`config.mk`:
```
export PLATFORM = sky130hd
export DESIGN_NAME = ppu_top
export DESIGN_NICKNAME = d
export VERILOG_FILES = /design/src/source/ppu_pkg.sv /design/src/source/ppu_timing.sv /design/src/source/ppu_regs.sv /design/src/source/loopy_scroll.sv /design/src/source/bg_painter.sv /design/src/source/palette_ram.sv /design/src/source/ppu_top.sv
export SDC_FILE = /design/constraint.sdc
export NUM_CORES = 1
export LEC_CHECK = 0
export BUFFER_PORTS_ARGS = -buffer_cell sky130_fd_sc_hd__buf_2
export CAP_MARGIN = 5
export CORE_MARGIN = 4
export CORE_UTILIZATION = 50
export CTS_CLUSTER_SIZE = 30
export DETAILED_ROUTE_END_ITERATION = 12
export PLACE_DENSITY = 0.7
export SKIP_LAST_GASP = 1
export SYNTH_ARGS = -nofsm -noshare
export SYNTH_HDL_FRONTEND = slang
export SYNTH_SLANG_ARGS = --single-unit
```
`constraint.sdc`:
```
create_clock -name clk -period 3.34 [get_ports clk]
set_input_delay 0.835 -clock clk [delete_from_list [all_inputs] [get_ports clk]]
set_output_delay 0.835 -clock clk [all_outputs]
set_load 0.01 [all_outputs]
```
`src/source/ppu_pkg.sv`:
```
// ##############################
// PPU background shared definitions
// Register map, frame constants, bus, timing and scroll types
// ##############################
`default_nettype none

package ppu_pkg;

  // CPU register indices on the 3-bit bus address
  localparam logic [2:0] reg_ctrl   = 3'd0;
  localparam logic [2:0] reg_mask   = 3'd1;
  localparam logic [2:0] reg_status = 3'd2;
  localparam logic [2:0] reg_scroll = 3'd5;
  localparam logic [2:0] reg_addr   = 3'd6;
  localparam logic [2:0] reg_data   = 3'd7;

  // Frame geometry
  localparam logic [8:0] cycles_per_line     = 9'd341;
  localparam logic [8:0] last_cycle          = cycles_per_line - 9'd1;
  localparam logic [8:0] vblank_line         = 9'd240;  // Post-render line, vblank begins after it
  localparam logic [8:0] prerender_from_line = 9'd260;  // Last vblank line
  localparam logic [8:0] prerender_line      = 9'd511;  // Line -1

  localparam logic [5:0]  palette_page     = 6'h3f;    // Address bits 13..8 of palette space
  localparam logic [14:0] addr_incr_across = 15'd32;   // Step down one tile row

  typedef struct packed {
    logic [2:0] ain;    // Register select
    logic [7:0] din;
    logic       read;   // One-cycle strobe
    logic       write;  // One-cycle strobe
  } cpu_bus_t;

  typedef struct packed {
    logic [8:0] scanline;
    logic [8:0] cycle;
    logic       in_vblank;
    logic       end_of_line;      // Cycle 340
    logic       last_group;       // Cycles 336 and up
    logic       entering_vblank;  // End of line 240
    logic       exiting_vblank;   // End of line 260
    logic       pre_render;       // On line -1
  } timing_t;

  typedef struct packed {
    logic       bg_patt;     // Background pattern table select
    logic       addr_incr;   // Data port steps by 32
    logic       vbl_enable;  // NMI on vblank
    logic       grayscale;
    logic       bg_clip;     // Show background in left 8 pixels
    logic       bg_enable;
    logic [2:0] emphasis;
  } ctrl_t;

  typedef struct packed {
    logic [2:0] fine_y;
    logic       nt_y;
    logic       nt_x;
    logic [4:0] coarse_y;
    logic [4:0] coarse_x;
  } loopy_fields_t;

  // Scroll fields while rendering, flat VRAM address for CPU access
  typedef union packed {
    loopy_fields_t fields;
    logic [14:0]   flat;
  } loopy_addr_u;

endpackage

`default_nettype wire

```
`src/source/ppu_timing.sv`:
```
// ##############################
// PPU timing generator
// Pixel cycle and scanline counters with vblank flags
// ##############################
`default_nettype none

module ppu_timing (
  input  wire              clk,
  input  wire              reset,
  output ppu_pkg::timing_t timing
);
  import ppu_pkg::*;

  logic [8:0] scanline_q;       // 0..260 then 511 for line -1
  logic [8:0] cycle_q;          // Pixel clock within the line
  logic       in_vblank_q;
  logic       end_of_line;
  logic       last_group;
  logic       entering_vblank;
  logic       exiting_vblank;
  logic       pre_render;

  assign end_of_line     = (cycle_q == last_cycle);
  assign last_group      = (cycle_q[8:3] == 6'd42);  // Final partial group of eight
  assign entering_vblank = end_of_line && (scanline_q == vblank_line);
  assign exiting_vblank  = end_of_line && (scanline_q == prerender_from_line);
  assign pre_render      = (scanline_q == prerender_line);

  always_ff @(posedge clk) begin
    if (reset) begin
      cycle_q     <= '0;
      scanline_q  <= '0;
      in_vblank_q <= 1'b1;
    end else begin
      cycle_q <= end_of_line ? 9'd0 : cycle_q + 9'd1;
      if (end_of_line) begin
        // 511 + 1 rolls over to line 0
        scanline_q <= exiting_vblank ? prerender_line : scanline_q + 9'd1;
      end
      if (entering_vblank)
        in_vblank_q <= 1'b1;
      else if (exiting_vblank)
        in_vblank_q <= 1'b0;
    end
  end

  assign timing = '{scanline: scanline_q, cycle: cycle_q, in_vblank: in_vblank_q,
                    end_of_line: end_of_line, last_group: last_group,
                    entering_vblank: entering_vblank, exiting_vblank: exiting_vblank,
                    pre_render: pre_render};

endmodule

`default_nettype wire

```
`src/source/ppu_regs.sv`:
```
// ##############################
// PPU CPU register block
// Control and mask, status with NMI, read buffer
// ##############################
`default_nettype none

module ppu_regs (
  input  wire                    clk,
  input  wire                    reset,
  input  wire ppu_pkg::cpu_bus_t cpu,
  input  wire ppu_pkg::timing_t  timing,
  input  wire                    pal_select,
  input  wire [5:0]              color,
  input  wire [7:0]              vram_din,
  output ppu_pkg::ctrl_t         ctrl,
  output logic                   is_rendering,
  output logic                   nmi,
  output logic [7:0]             dout
);
  import ppu_pkg::*;

  ctrl_t      ctrl_q;
  logic       nmi_occurred;   // Vblank seen and not yet acknowledged
  logic       status_rd;
  logic       data_rd;
  logic       data_rd_q;      // VRAM byte for the last data read is on vram_din now
  logic [7:0] read_buf;

  assign status_rd = cpu.read && (cpu.ain == reg_status);
  assign data_rd   = cpu.read && (cpu.ain == reg_data);

  always_ff @(posedge clk) begin
    if (reset) begin
      ctrl_q <= '0;
    end else if (cpu.write) begin
      case (cpu.ain)
        reg_ctrl: begin
          ctrl_q.addr_incr  <= cpu.din[2];
          ctrl_q.bg_patt    <= cpu.din[4];
          ctrl_q.vbl_enable <= cpu.din[7];
        end
        reg_mask: begin
          ctrl_q.grayscale <= cpu.din[0];
          ctrl_q.bg_clip   <= cpu.din[1];
          ctrl_q.bg_enable <= cpu.din[3];
          ctrl_q.emphasis  <= cpu.din[7:5];
        end
        default: ;
      endcase
    end
  end

  always_ff @(posedge clk) begin
    if (reset) begin
      nmi_occurred <= 1'b0;
      data_rd_q    <= 1'b0;
      read_buf     <= '0;
      dout         <= '0;
    end else begin
      if (status_rd)
        nmi_occurred <= 1'b0;  // Acknowledge wins over a same-cycle set
      else if (timing.entering_vblank)
        nmi_occurred <= 1'b1;
      else if (timing.exiting_vblank)
        nmi_occurred <= 1'b0;
      data_rd_q <= data_rd;
      if (data_rd_q)
        read_buf <= vram_din;  // One cycle behind the strobe
      if (status_rd)
        dout <= {nmi_occurred, 2'b00, dout[4:0]};  // Sprite flags read as zero
      else if (data_rd)
        dout <= pal_select ? {dout[7:6], color} : read_buf;
      else if (cpu.write)
        dout <= cpu.din;  // Bus keeps the last written value
    end
  end

  assign ctrl         = ctrl_q;
  assign is_rendering = ctrl_q.bg_enable && !timing.in_vblank && (timing.scanline != vblank_line);
  assign nmi          = nmi_occurred && ctrl_q.vbl_enable;

endmodule

`default_nettype wire

```
`src/source/loopy_scroll.sv`:
```
// ##############################
// Scroll and VRAM address registers
// CPU writes plus rendering increments of v
// ##############################
`default_nettype none

module loopy_scroll (
  input  wire                    clk,
  input  wire                    reset,
  input  wire ppu_pkg::cpu_bus_t cpu,
  input  wire ppu_pkg::timing_t  timing,
  input  wire ppu_pkg::ctrl_t    ctrl,
  input  wire                    is_rendering,
  output ppu_pkg::loopy_addr_u   v,
  output logic [2:0]             fine_x
);
  import ppu_pkg::*;

  loopy_addr_u v_q;          // Current address
  loopy_addr_u t_q;          // Temporary address, loaded by the CPU
  logic [2:0]  fine_x_q;
  logic        toggle;       // Next scroll or address write is the second one
  logic        x_step;
  logic [14:0] data_step;

  // After each attribute fetch, on visible pixels and the two prefetch tiles
  assign x_step = (timing.cycle[2:0] == 3'd3) &&
                  ((timing.cycle < 9'd256) || ((timing.cycle >= 9'd320) && (timing.cycle < 9'd336)));
  assign data_step = ctrl.addr_incr ? addr_incr_across : 15'd1;

  always_ff @(posedge clk) begin
    if (reset) begin
      v_q.flat <= '0;
      t_q.flat <= '0;
      fine_x_q <= '0;
      toggle   <= 1'b0;
    end else begin
      if (is_rendering) begin
        if (x_step) begin
          v_q.fields.coarse_x <= v_q.fields.coarse_x + 5'd1;
          if (v_q.fields.coarse_x == 5'd31)
            v_q.fields.nt_x <= !v_q.fields.nt_x;  // Wrap into the next name table
        end
        if (timing.cycle == 9'd251) begin
          v_q.fields.fine_y <= v_q.fields.fine_y + 3'd1;
          if (v_q.fields.fine_y == 3'd7) begin
            if (v_q.fields.coarse_y == 5'd29) begin  // Row 29 is the last tile row
              v_q.fields.coarse_y <= '0;
              v_q.fields.nt_y     <= !v_q.fields.nt_y;
            end else begin
              v_q.fields.coarse_y <= v_q.fields.coarse_y + 5'd1;
            end
          end
        end
        if (timing.cycle == 9'd256) begin
          v_q.fields.nt_x     <= t_q.fields.nt_x;  // Horizontal bits back from t
          v_q.fields.coarse_x <= t_q.fields.coarse_x;
        end
        if ((timing.cycle == 9'd304) && timing.pre_render)
          v_q <= t_q;
      end
      if (cpu.write && (cpu.ain == reg_ctrl)) begin
        t_q.fields.nt_x <= cpu.din[0];
        t_q.fields.nt_y <= cpu.din[1];
      end else if (cpu.write && (cpu.ain == reg_scroll)) begin
        if (!toggle) begin
          t_q.fields.coarse_x <= cpu.din[7:3];
          fine_x_q            <= cpu.din[2:0];
        end else begin
          t_q.fields.coarse_y <= cpu.din[7:3];
          t_q.fields.fine_y   <= cpu.din[2:0];
        end
        toggle <= !toggle;
      end else if (cpu.write && (cpu.ain == reg_addr)) begin
        if (!toggle) begin
          t_q.flat[14:8] <= {1'b0, cpu.din[5:0]};  // High byte, bit 14 cleared
        end else begin
          t_q.flat[7:0] <= cpu.din;
          v_q.flat      <= {t_q.flat[14:8], cpu.din};
        end
        toggle <= !toggle;
      end else if (cpu.read && (cpu.ain == reg_status)) begin
        toggle <= 1'b0;
      end else if ((cpu.read || cpu.write) && (cpu.ain == reg_data) && !is_rendering) begin
        v_q.flat <= v_q.flat + data_step;
      end
    end
  end

  assign v      = v_q;
  assign fine_x = fine_x_q;

endmodule

`default_nettype wire

```
`src/source/bg_painter.sv`:
```
// ##############################
// Background tile fetch and shifter
// Captures tile bytes and shifts out pixels
// ##############################
`default_nettype none

module bg_painter (
  input  wire                       clk,
  input  wire                       reset,
  input  wire ppu_pkg::timing_t     timing,
  input  wire ppu_pkg::ctrl_t       ctrl,
  input  wire ppu_pkg::loopy_addr_u v,
  input  wire [2:0]                 fine_x,
  input  wire [7:0]                 vram_din,
  output logic [7:0]                name_table,
  output logic [3:0]                pixel
);

  logic [7:0]  name_q;          // Tile index for the pattern fetch
  logic [1:0]  attr_q;          // Palette select of this tile
  logic [7:0]  patt_lo_q;       // Low bit plane
  logic [15:0] pipe_lo;
  logic [15:0] pipe_hi;
  logic [8:0]  pipe_al;         // Attribute bit 0, one per tile
  logic [8:0]  pipe_ah;
  logic [1:0]  quadrant;
  logic        show_low;

  // Leftmost pixel is the pattern MSB
  function automatic logic [7:0] reverse8(input logic [7:0] b);
    logic [7:0] r;
    for (int i = 0; i < 8; i++)
      r[i] = b[7 - i];
    return r;
  endfunction

  assign quadrant = {v.fields.coarse_y[1], v.fields.coarse_x[1]};

  always_ff @(posedge clk) begin
    case (timing.cycle[2:0])
      3'd1: name_q <= vram_din;
      3'd3: attr_q <= vram_din[{quadrant, 1'b0} +: 2];
      3'd5: patt_lo_q <= vram_din;
      default: ;
    endcase
  end

  always_ff @(posedge clk) begin
    if (reset) begin
      pipe_lo <= '0;
      pipe_hi <= '0;
      pipe_al <= '0;
      pipe_ah <= '0;
    end else if (!timing.last_group) begin
      pipe_lo[14:0] <= pipe_lo[15:1];
      pipe_hi[14:0] <= pipe_hi[15:1];
      pipe_al[7:0]  <= pipe_al[8:1];
      pipe_ah[7:0]  <= pipe_ah[8:1];
      if (timing.cycle[2:0] == 3'd7) begin  // High plane arrives now
        pipe_lo[15:8] <= reverse8(patt_lo_q);
        pipe_hi[15:8] <= reverse8(vram_din);
        pipe_al[8]    <= attr_q[0];
        pipe_ah[8]    <= attr_q[1];
      end
    end
  end

  assign show_low   = ctrl.bg_enable && (ctrl.bg_clip || (timing.cycle[7:3] != 5'd0));
  assign name_table = name_q;
  assign pixel = {pipe_ah[fine_x], pipe_al[fine_x],
                  show_low ? {pipe_hi[fine_x], pipe_lo[fine_x]} : 2'b00};

endmodule

`default_nettype wire

```
`src/source/palette_ram.sv`:
```
// ##############################
// Palette colour memory
// 32 entries with backdrop mirroring
// ##############################
`default_nettype none

module palette_ram (
  input  wire        clk,
  input  wire [4:0]  addr,
  input  wire [5:0]  din,
  input  wire        write,
  input  wire        grayscale,
  output logic [5:0] color
);

  logic [5:0] mem [32];
  logic [4:0] index;
  logic [5:0] raw;

  // Entries 10, 14, 18 and 1C alias the background backdrops
  assign index = (addr[1:0] == 2'b00) ? {1'b0, addr[3:0]} : addr;
  assign raw   = mem[index];  // Asynchronous read

  always_ff @(posedge clk) begin
    if (write)
      mem[index] <= din;
  end

  assign color = grayscale ? {raw[5:4], 4'b0000} : raw;  // Keep luma only

endmodule

`default_nettype wire

```
`src/source/ppu_top.sv`:
```
// ##############################
// PPU background top level
// Wires the blocks, forms VRAM address and strobes
// ##############################
`default_nettype none

module ppu_top (
  input  wire                    clk,
  input  wire                    reset,
  input  wire ppu_pkg::cpu_bus_t cpu,
  output logic [7:0]             dout,
  output logic                   nmi,
  output logic [13:0]            vram_a,
  output logic                   vram_r,
  output logic                   vram_w,
  input  wire [7:0]              vram_din,
  output logic [7:0]             vram_dout,
  output logic [8:0]             scanline,
  output logic [8:0]             cycle,
  output logic [5:0]             color,
  output logic [2:0]             emphasis
);
  import ppu_pkg::*;

  timing_t     timing;
  ctrl_t       ctrl;
  logic        is_rendering;
  loopy_addr_u v;
  logic [2:0]  fine_x;
  logic [7:0]  name_table;
  logic [3:0]  pixel;
  logic        pal_select;  // v points into palette space
  logic        data_rd;
  logic        data_wr;
  logic [4:0]  pal_addr;
  logic        pal_write;

  ppu_timing timing_gen (.clk, .reset, .timing);
  ppu_regs regs (.clk, .reset, .cpu, .timing, .pal_select, .color, .vram_din,
                 .ctrl, .is_rendering, .nmi, .dout);
  loopy_scroll scroll (.clk, .reset, .cpu, .timing, .ctrl, .is_rendering, .v, .fine_x);
  bg_painter painter (.clk, .reset, .timing, .ctrl, .v, .fine_x, .vram_din, .name_table, .pixel);
  palette_ram palette (.clk, .addr(pal_addr), .din(cpu.din[5:0]), .write(pal_write),
                       .grayscale(ctrl.grayscale), .color);

  assign pal_select = (v.flat[13:8] == palette_page);
  assign data_rd    = cpu.read && (cpu.ain == reg_data);
  assign data_wr    = cpu.write && (cpu.ain == reg_data);

  always_comb begin
    if (!is_rendering) begin
      vram_a = v.flat[13:0];  // CPU access
    end else begin
      case (timing.cycle[2:1])
        2'd0: vram_a = {2'b10, v.flat[11:0]};  // Name table byte
        2'd1: vram_a = {2'b10, v.flat[11:10], 4'b1111, v.flat[9:7], v.flat[4:2]};
        default: vram_a = {1'b0, ctrl.bg_patt, name_table, timing.cycle[1], v.fields.fine_y};
      endcase
    end
  end

  assign vram_r    = data_rd || (is_rendering && !timing.cycle[0] && !timing.end_of_line);
  assign vram_w    = data_wr && !pal_select && !is_rendering;
  assign vram_dout = cpu.din;
  assign pal_addr  = is_rendering ? ((pixel[1:0] != 2'b00) ? {1'b0, pixel} : 5'd0)
                                  : (pal_select ? v.flat[4:0] : 5'd0);  // Backdrop otherwise
  assign pal_write = data_wr && pal_select;
  assign scanline  = timing.scanline;
  assign cycle     = timing.cycle;
  assign emphasis  = ctrl.emphasis;

endmodule

`default_nettype wire

```
---- After elaboration in Yosys (flattened, before gate mapping) ----
Memories as Yosys holds them, arrays and structs flattened.
Cells that the tools add are included.
storage, ports and cells
  input bits .............................. 23
  output and inout bits ................... 60
  bits in registers ....................... 148
  memories kept ........................... 1
  logic and storage cells ................. 202
  memory bits (writable) .................. 192
memory list
  memory       words  bits a word  read ports  clocked after Yosys merged registers in  write ports  RTL line           RTL
  palette.mem  32     6            1           0                                        1            palette_ram.sv:16  logic [5:0] mem [32];
operators by class
  $lt $le $gt $ge ......................... 4
  bitwise operators ....................... 4
  shifts and indexed selects .............. 1
  muxes and demuxes ....................... 60
  add/sub/neg operators ................... 6
  reduce and logical (&&, ||, !) cells .... 61
  equal/unequal tests ..................... 30
operator list
  operator                                        count
  two-way mux 15 bit                              9
  two-way mux 5 bit                               10
  == test 9 bit (second input constant)           5
  two-way mux 8 bit                               5
  one-hot mux 14 bit (2 select lines)             1
  logical AND 1 bit                               22
  two-way mux 7 bit                               3
  adder 9 x 1 -> 9 bit (second input constant)    2
  == test 3 bit (second input constant)           6
  == test 9 x 8 -> 1 bit (second input constant)  2
  < comparator 9 bit (second input constant)      2
  two-way mux 1 bit                               16
  adder 15 bit                                    1
  two-way mux 14 bit                              1
  AND reduction 2 bit                             7
  binary-select mux 1 bit (select 3 bit)          4
  == test 6 bit (second input constant)           2
  two-way mux 4 bit                               3
  nonzero test 2 bit                              6
  adder 5 x 1 -> 5 bit (second input constant)    2
  == test 5 bit (second input constant)           2
  two-way mux 10 bit                              1
  >= comparator 9 bit (second input constant)     1
  two-way mux 9 bit                               1
  other kinds (23)                                52

---- Logic depth before layout (Yosys ltp) ----
An unclocked memory read counts as a cell.
  word-level depth ........................ 14
  gate-level depth with buffers ........... 16
  gate-level depth less buffers ........... 12

---- Cells and area by module ----
A second synthesis with hierarchy kept.
second synthesis, totals
  cell total of the unflattened synthesis .. 1255
  area total of the unflattened synthesis .. 15129.5 um^2
modules (own cells, without submodules)
  module        cells each  times used  sequential area each (um^2)  area each (um^2)
  palette_ram   355         1           5044.8                       6789.0
  bg_painter    243         1           1541.5                       2900.3
  loopy_scroll  347         1           680.7                        2705.1
  ppu_regs      135         1           540.5                        1266.2
  ppu_timing    112         1           380.4                        989.7
  ppu_top       63          1           0.0                          479.2

---- Least setup slack after synthesis ----
Ideal clock, no wire load.
  path kind ............................... reg2out
  start point ............................. register timing_gen.scanline_q[0]
  end point ............................... output port color[3]
  arrival time ............................ 2938 ps
  required time ........................... 2505 ps
  cell stages (with the launch flop) ...... 17
  buffers on the path ..................... 5
  path slack .............................. -433 ps
  path through ............................ dfxtp_1 > inv_1 > ha_1 > nand2b_1 > o41ai_2 > buf_4 > or3_1 > buf_4 > nand2_1 > buf_4 > buf_6 > buf_2 > nand2_1 > a32oi_1 > o22ai_1 > nor4_1 > and2_1
between the ends
  word-level cells in the longest chain between the ends .. 7
RTL lines
  item                      RTL line           RTL
  start: declaration        ppu_timing.sv:14   logic [8:0] scanline_q;
  start signal: assignment  ppu_timing.sv:38   scanline_q <= exiting_vblank ? prerender_line : scanline_q + 9'd1;
  != test 9 x 8 -> 1 bit *  ppu_regs.sv:79     assign is_rendering = ctrl_q.bg_enable && !timing.in_vblank && (timing.scanline != vblank_line);
  logical AND 1 bit *       ppu_regs.sv:79
  two-way mux 5 bit *       ppu_top.sv:65      assign pal_addr = is_rendering ? ((pixel[1:0] != 2'b00) ? {1'b0, pixel} : 5'd0)
  logical NOT 2 bit         palette_ram.sv:21  assign index = (addr[1:0] == 2'b00) ? {1'b0, addr[3:0]} : addr;
  two-way mux 5 bit *       palette_ram.sv:21
  memory (32 x 6 bit) *     n/a
  two-way mux 4 bit *       palette_ram.sv:29  assign color = grayscale ? {raw[5:4], 4'b0000} : raw;
  end: declaration          ppu_top.sv:20      output logic [5:0] color,
Mark *: on every way between the ends. The rest lies on a longest branch, timed or not.

---- Final worst setup path ----
  start point ............................. register timing_gen.scanline_q[0]
  end point ............................... output port color[4]
between the ends
  word-level cells in the longest chain between the ends .. 6
RTL lines
  item                      RTL line
  != test 9 x 8 -> 1 bit *  ppu_regs.sv:79
  logical AND 1 bit *       ppu_regs.sv:79
  two-way mux 5 bit *       ppu_top.sv:65
  logical NOT 2 bit         palette_ram.sv:21
  two-way mux 5 bit *       palette_ram.sv:21
  memory (32 x 6 bit) *     n/a
Marks and branches as above.

==> summary.md <==
| Metric | Value |
|---|---|
| Vias | 12.1k |
| Critical path, cell by cell | inv_4, ha_4, nand2b_4, o41ai_4, buf_4, buf_6, and3_4, nor2_4, buf_6, buf_6, buf_6, nand2_1, a311oi_2, or4_4, a31o_1, buf_2 |
| Synth Register Bits | about 320 |
| Clock share of power | 0.457 |
| Final worst path period share | 1.29 |
| Die height | between 150 and 200 um |
| Routed vias/inst | 6.07 |
| Final setup fails | 8 |
| Max VDD drop | 302 uV |
| Yosys cell types | 76 |
| PortBufs | slightly above 80 |
| Leak | 6.60 nW |
| Synth Cell Area | between 0.01 and 0.015 sq mm |
| Total CTS buffers | 34 |
| Sequential fraction of the synthesis area | 0.569 |
| Setup CP Type | register to output pin |
| CTS Hold Bufs | 0 |
| Post-synthesis async set-or-reset flop share | 0 |
| Fraction of layout cells with a size suffix above 1 | 0.280 |
| Slew Viols, Final | 0 |
| Post-route setup slack | -0.955 ns |
| Clock slew at reported path FFs | ~0.060 ns |
| DIE AREA | 0.0316 sq mm |
| Final HPWL DP | between 20,000 and 30,000 um |
| Clk root buf | clkbuf_16 |
| Sequential share of power | 0.500 |
| Drt first pass iters | 8 |
| FF-to-FF path depth | 20 |
| Starting Density | 0.512 |
| Failing checks | negative setup slack |
| Status | finished with violations |
| Core area | 0.0281 sq mm |
| H-tree depth | 2 |
| Tmin final | roughly 4.3 ns |
| Worst path required time | 2.50 ns |
| Synth Net Count | around 1.4k |
| Number of flops mapped to enable cells by yosys | ~190 |
| Row count | 61 |
| Slew @ Worst Pin | 0.748 ns |
| CP delay by family, top | buffers and inverters |
| Vias in the first global route | 11.6k |
| Crit-path max cell delay | ~0.55 ns |
| WP depth | 16 |
| CP max FO | 9 |
| Max_cap viols | 0 |
| Synth Flop Type | edfxtp_1 |
| Worst min-delay path class | register to register |
| Iter 0 DRT Violations | between 1.5k and 2k |
| Critical Path Most Common Cell | buf_6 |
| Synth warnings | 0 |
| Die width | 178 um |
| Fin nets | roughly 1.6k |
| Mapped Cells | about 1.4k |
| Diodes inserted | 0 |
| Arrival @ worst endpoint | about 3.5 ns |
| Final Hold Fails | 0 |
| Post-Route WL | approximately 43,000 um |
| RSZ-0062 raised after global routing | true |
| FMAX | approximately 0.23 GHz |
| Worst-Skew Late Latency | ~0.51 ns |
| Setup TNS Final | -5.57 ns |
| Initial antenna violation count | 1 |
| Switching Share | 0.218 |
| Hold Path Depth | 2 |
| Slew margin rel. | 0.502 |
| Layout Skew | between 0.01 and 0.015 ns |
| P_sw | ~1.8 mW |
| TritonCTS clock tree | done |
| First-pass GRT wire length | 65,200 um |
| I/O Pins | between 80 and 90 |
| Comb pwr share | 0.042 |
| Largest net degree at the start of global routing | 70 |
| WL/cell | 21.4 um |
| All-Layer GR Usage | 0.264 |
| DRC | 0 |
| Final hold slack | 0.457 ns |
| Power per cell area | ~460 mW/mm^2 |
| Buffers and inverters on the worst path | 7 |
| Slowest-stage cell, CP | or4_4 |
| GPL Wtd Cong | between 0.9 and 1 |
| GRT overflow | 0 |
| Clock Path Buffers | 3 |
| Routed Antenna Nets | 0 |
| Area delta synth->final | 26.3% |
| Cell Int Power | 6.58 mW |
| Syn avg cell area | 10.4 sq um |
| Crit end category | output pin |
| # clock sinks | approximately 320 |
| Worst Setup Start Kind | register |
-- power by group through the flow --
stage / clock network, mW / logic (mW) / registers (mW)
after floorplan: 0 / 0.183 / 4.27
after global placement: 0 / 0.323 / 4.28
after detailed placement: 0 / 0.329 / 4.28
after CTS: 3.89 / 0.336 / 4.20
after global routing: 4.07 / 0.383 / 4.21
final: 3.84 / 0.357 / 4.21
-- synth_stat cells (5+ instances only) --
cell type	count	area (sq um)
nand2_1	213	800
edfxtp_1	186	5590
nor2_1	149	559
dfxtp_1	130	2600
a21oi_1	111	556
clkbuf_1	60	225
nand3_1	48	240
mux2i_1	39	390
a211oi_1	36	270
o21ai_0	34	170
o22ai_1	29	181
buf_4	21	158
inv_1	20	75.1
a311oi_1	19	166
xnor2_1	18	158
ha_1	17	213
buf_2	15	75.1
nand4_1	15	93.8
and3_1	14	87.6
nor3_1	13	65.1
and2_1	12	75.1
mux4_2	10	225
a21boi_0	9	67.6
nor4_1	9	56.3
xor2_1	8	70.1
a31oi_1	7	43.8
a32oi_1	7	61.3
buf_1	7	26.3
mux2_2	7	78.8
nor2b_1	7	43.8
or4_1	7	52.6
a222oi_1	6	60.1
or3_1	6	37.5
buf_6	5	56.3
o221ai_1	5	43.8
-- final timing paths --
path,startpoint,end,slack [ns]
min reg2reg,painter.pipe_lo[8]$_SDFFE_PP0N_,painter.pipe_lo[7]$_SDFFE_PP0N_,0.46
min,painter.pipe_lo[8]$_SDFFE_PP0N_,painter.pipe_lo[7]$_SDFFE_PP0N_,0.46
max,timing_gen.scanline_q[0]$_SDFFE_PP0N_,color[4],-0.95
max reg2reg,timing_gen.scanline_q[0]$_SDFFE_PP0N_,regs.dout[5]$_SDFFE_PP0N_,-0.11
-- cells by family (layout without fill, tap and decap cells) --
kind of cell | Yosys count | in the layout | share of synthesized area
DFF | 316 | 316 | 0.569
muxes | 60 | 60 | 0.0514
adders and majority gates | 17 | 17 | 0.0148
xor gates and xnor gates | 26 | 26 | 0.0158
and+or+nand+nor | 517 | 517 | 0.162
buffers and inverters | 129 | 362 | 0.0431
AOI/OAI and AO/OA | 313 | 314 | 0.144
-- final cells by class --
cell class	count	area (sq um)
fillers	2186	9920
flip-flops and latches	316	8210
multi-input cells	934	6190
repair buffers	283	2070
clock buffers	38	918
well taps	378	473
clock inverters	21	221
inverters	20	77.6
-- per-layer routing --
metal | GRT usage | routed length (um) | up-vias
met1 | 0.369 | 17200 | 5849
met3 | 0.0488 | 3970 | 105
met2 | 0.424 | 20100 | 643
met5 | 0 | 9 | -
li1 | - | - | 5488
met4 | 0.0732 | 1220 | 2
-- per-stage QoR --
stage | std cells | setup slack (ns) | power (mW) | utilization | instance area (sq um)
2_1_floorplan | 1378 | -0.179 | 4.45 | - | 14500
3_3_place_gp | 1898 | -0.676 | 4.61 | 0.575 | 16200
3_5_place_dp | 1898 | -0.750 | 4.61 | 0.575 | 16200
4_1_cts | 1985 | -0.992 | 8.42 | 0.637 | 17900
5_1_grt | 1990 | -1.04 | 8.66 | 0.647 | 18200
6_report | 1990 | -0.955 | 8.41 | 0.647 | 18200
-- worst reg2reg max path: stages (launching register included) --
cell	delay, ns
dfxtp_4	0.35
inv_4	0.05
ha_4	0.13
nand2b_4	0.07
o41ai_4	0.21
buf_4	0.21
buf_6	0.13
and3_4	0.20
nor2_4	0.05
buf_6	0.14
buf_12	0.14
buf_4	0.14
nand2_1	0.09
a311oi_2	0.11
buf_4	0.16
nor4_4	0.37
o31ai_4	0.13
buf_4	0.15
buf_4	0.12
buf_4	0.13
a211o_1	0.25
-- sequential cells by signal, summed over array words and instances (netlist names), 8 cells and up --
name and flops:
painter.pipe_al 9, scroll.t_q 15, painter.pipe_lo 16, regs.ctrl 9, scroll.v 15, painter.pipe_hi 16
painter.pipe_ah 9, painter.name_table 8, timing_gen.scanline_q 9, regs.dout 8, palette.mem 168, regs.read_buf 8
painter.patt_lo_q 8, timing_gen.cycle_q 9
-- layout by cell type, fill, tap and decap left out, types with 11 or more instances in the layout --
master | synthesis | routed
a211oi_1 | 36 | 33
a21oi_1 | 111 | 108
and3_1 | 14 | 13
buf_2 | 15 | 78
buf_4 | 21 | 179
buf_6 | 5 | 21
clkbuf_16 | 0 | 36
dfxtp_1 | 130 | 120
edfxtp_1 | 186 | 186
ha_1 | 17 | 16
inv_1 | 20 | 18
mux2i_1 | 39 | 37
nand2_1 | 213 | 208
nand3_1 | 48 | 48
nand4_1 | 15 | 15
nor2_1 | 149 | 142
nor3_1 | 13 | 11
o21ai_0 | 34 | 31
o22ai_1 | 29 | 22
xnor2_1 | 18 | 18
-- timing repair --
item	CTS	global route
cloned	1	1
resized for setup	81	47
pin swaps	26	30
endpoints found under the setup margin	33	40
buffers inserted	28	5
Note: power is estimated with default switching activity, not from simulation.
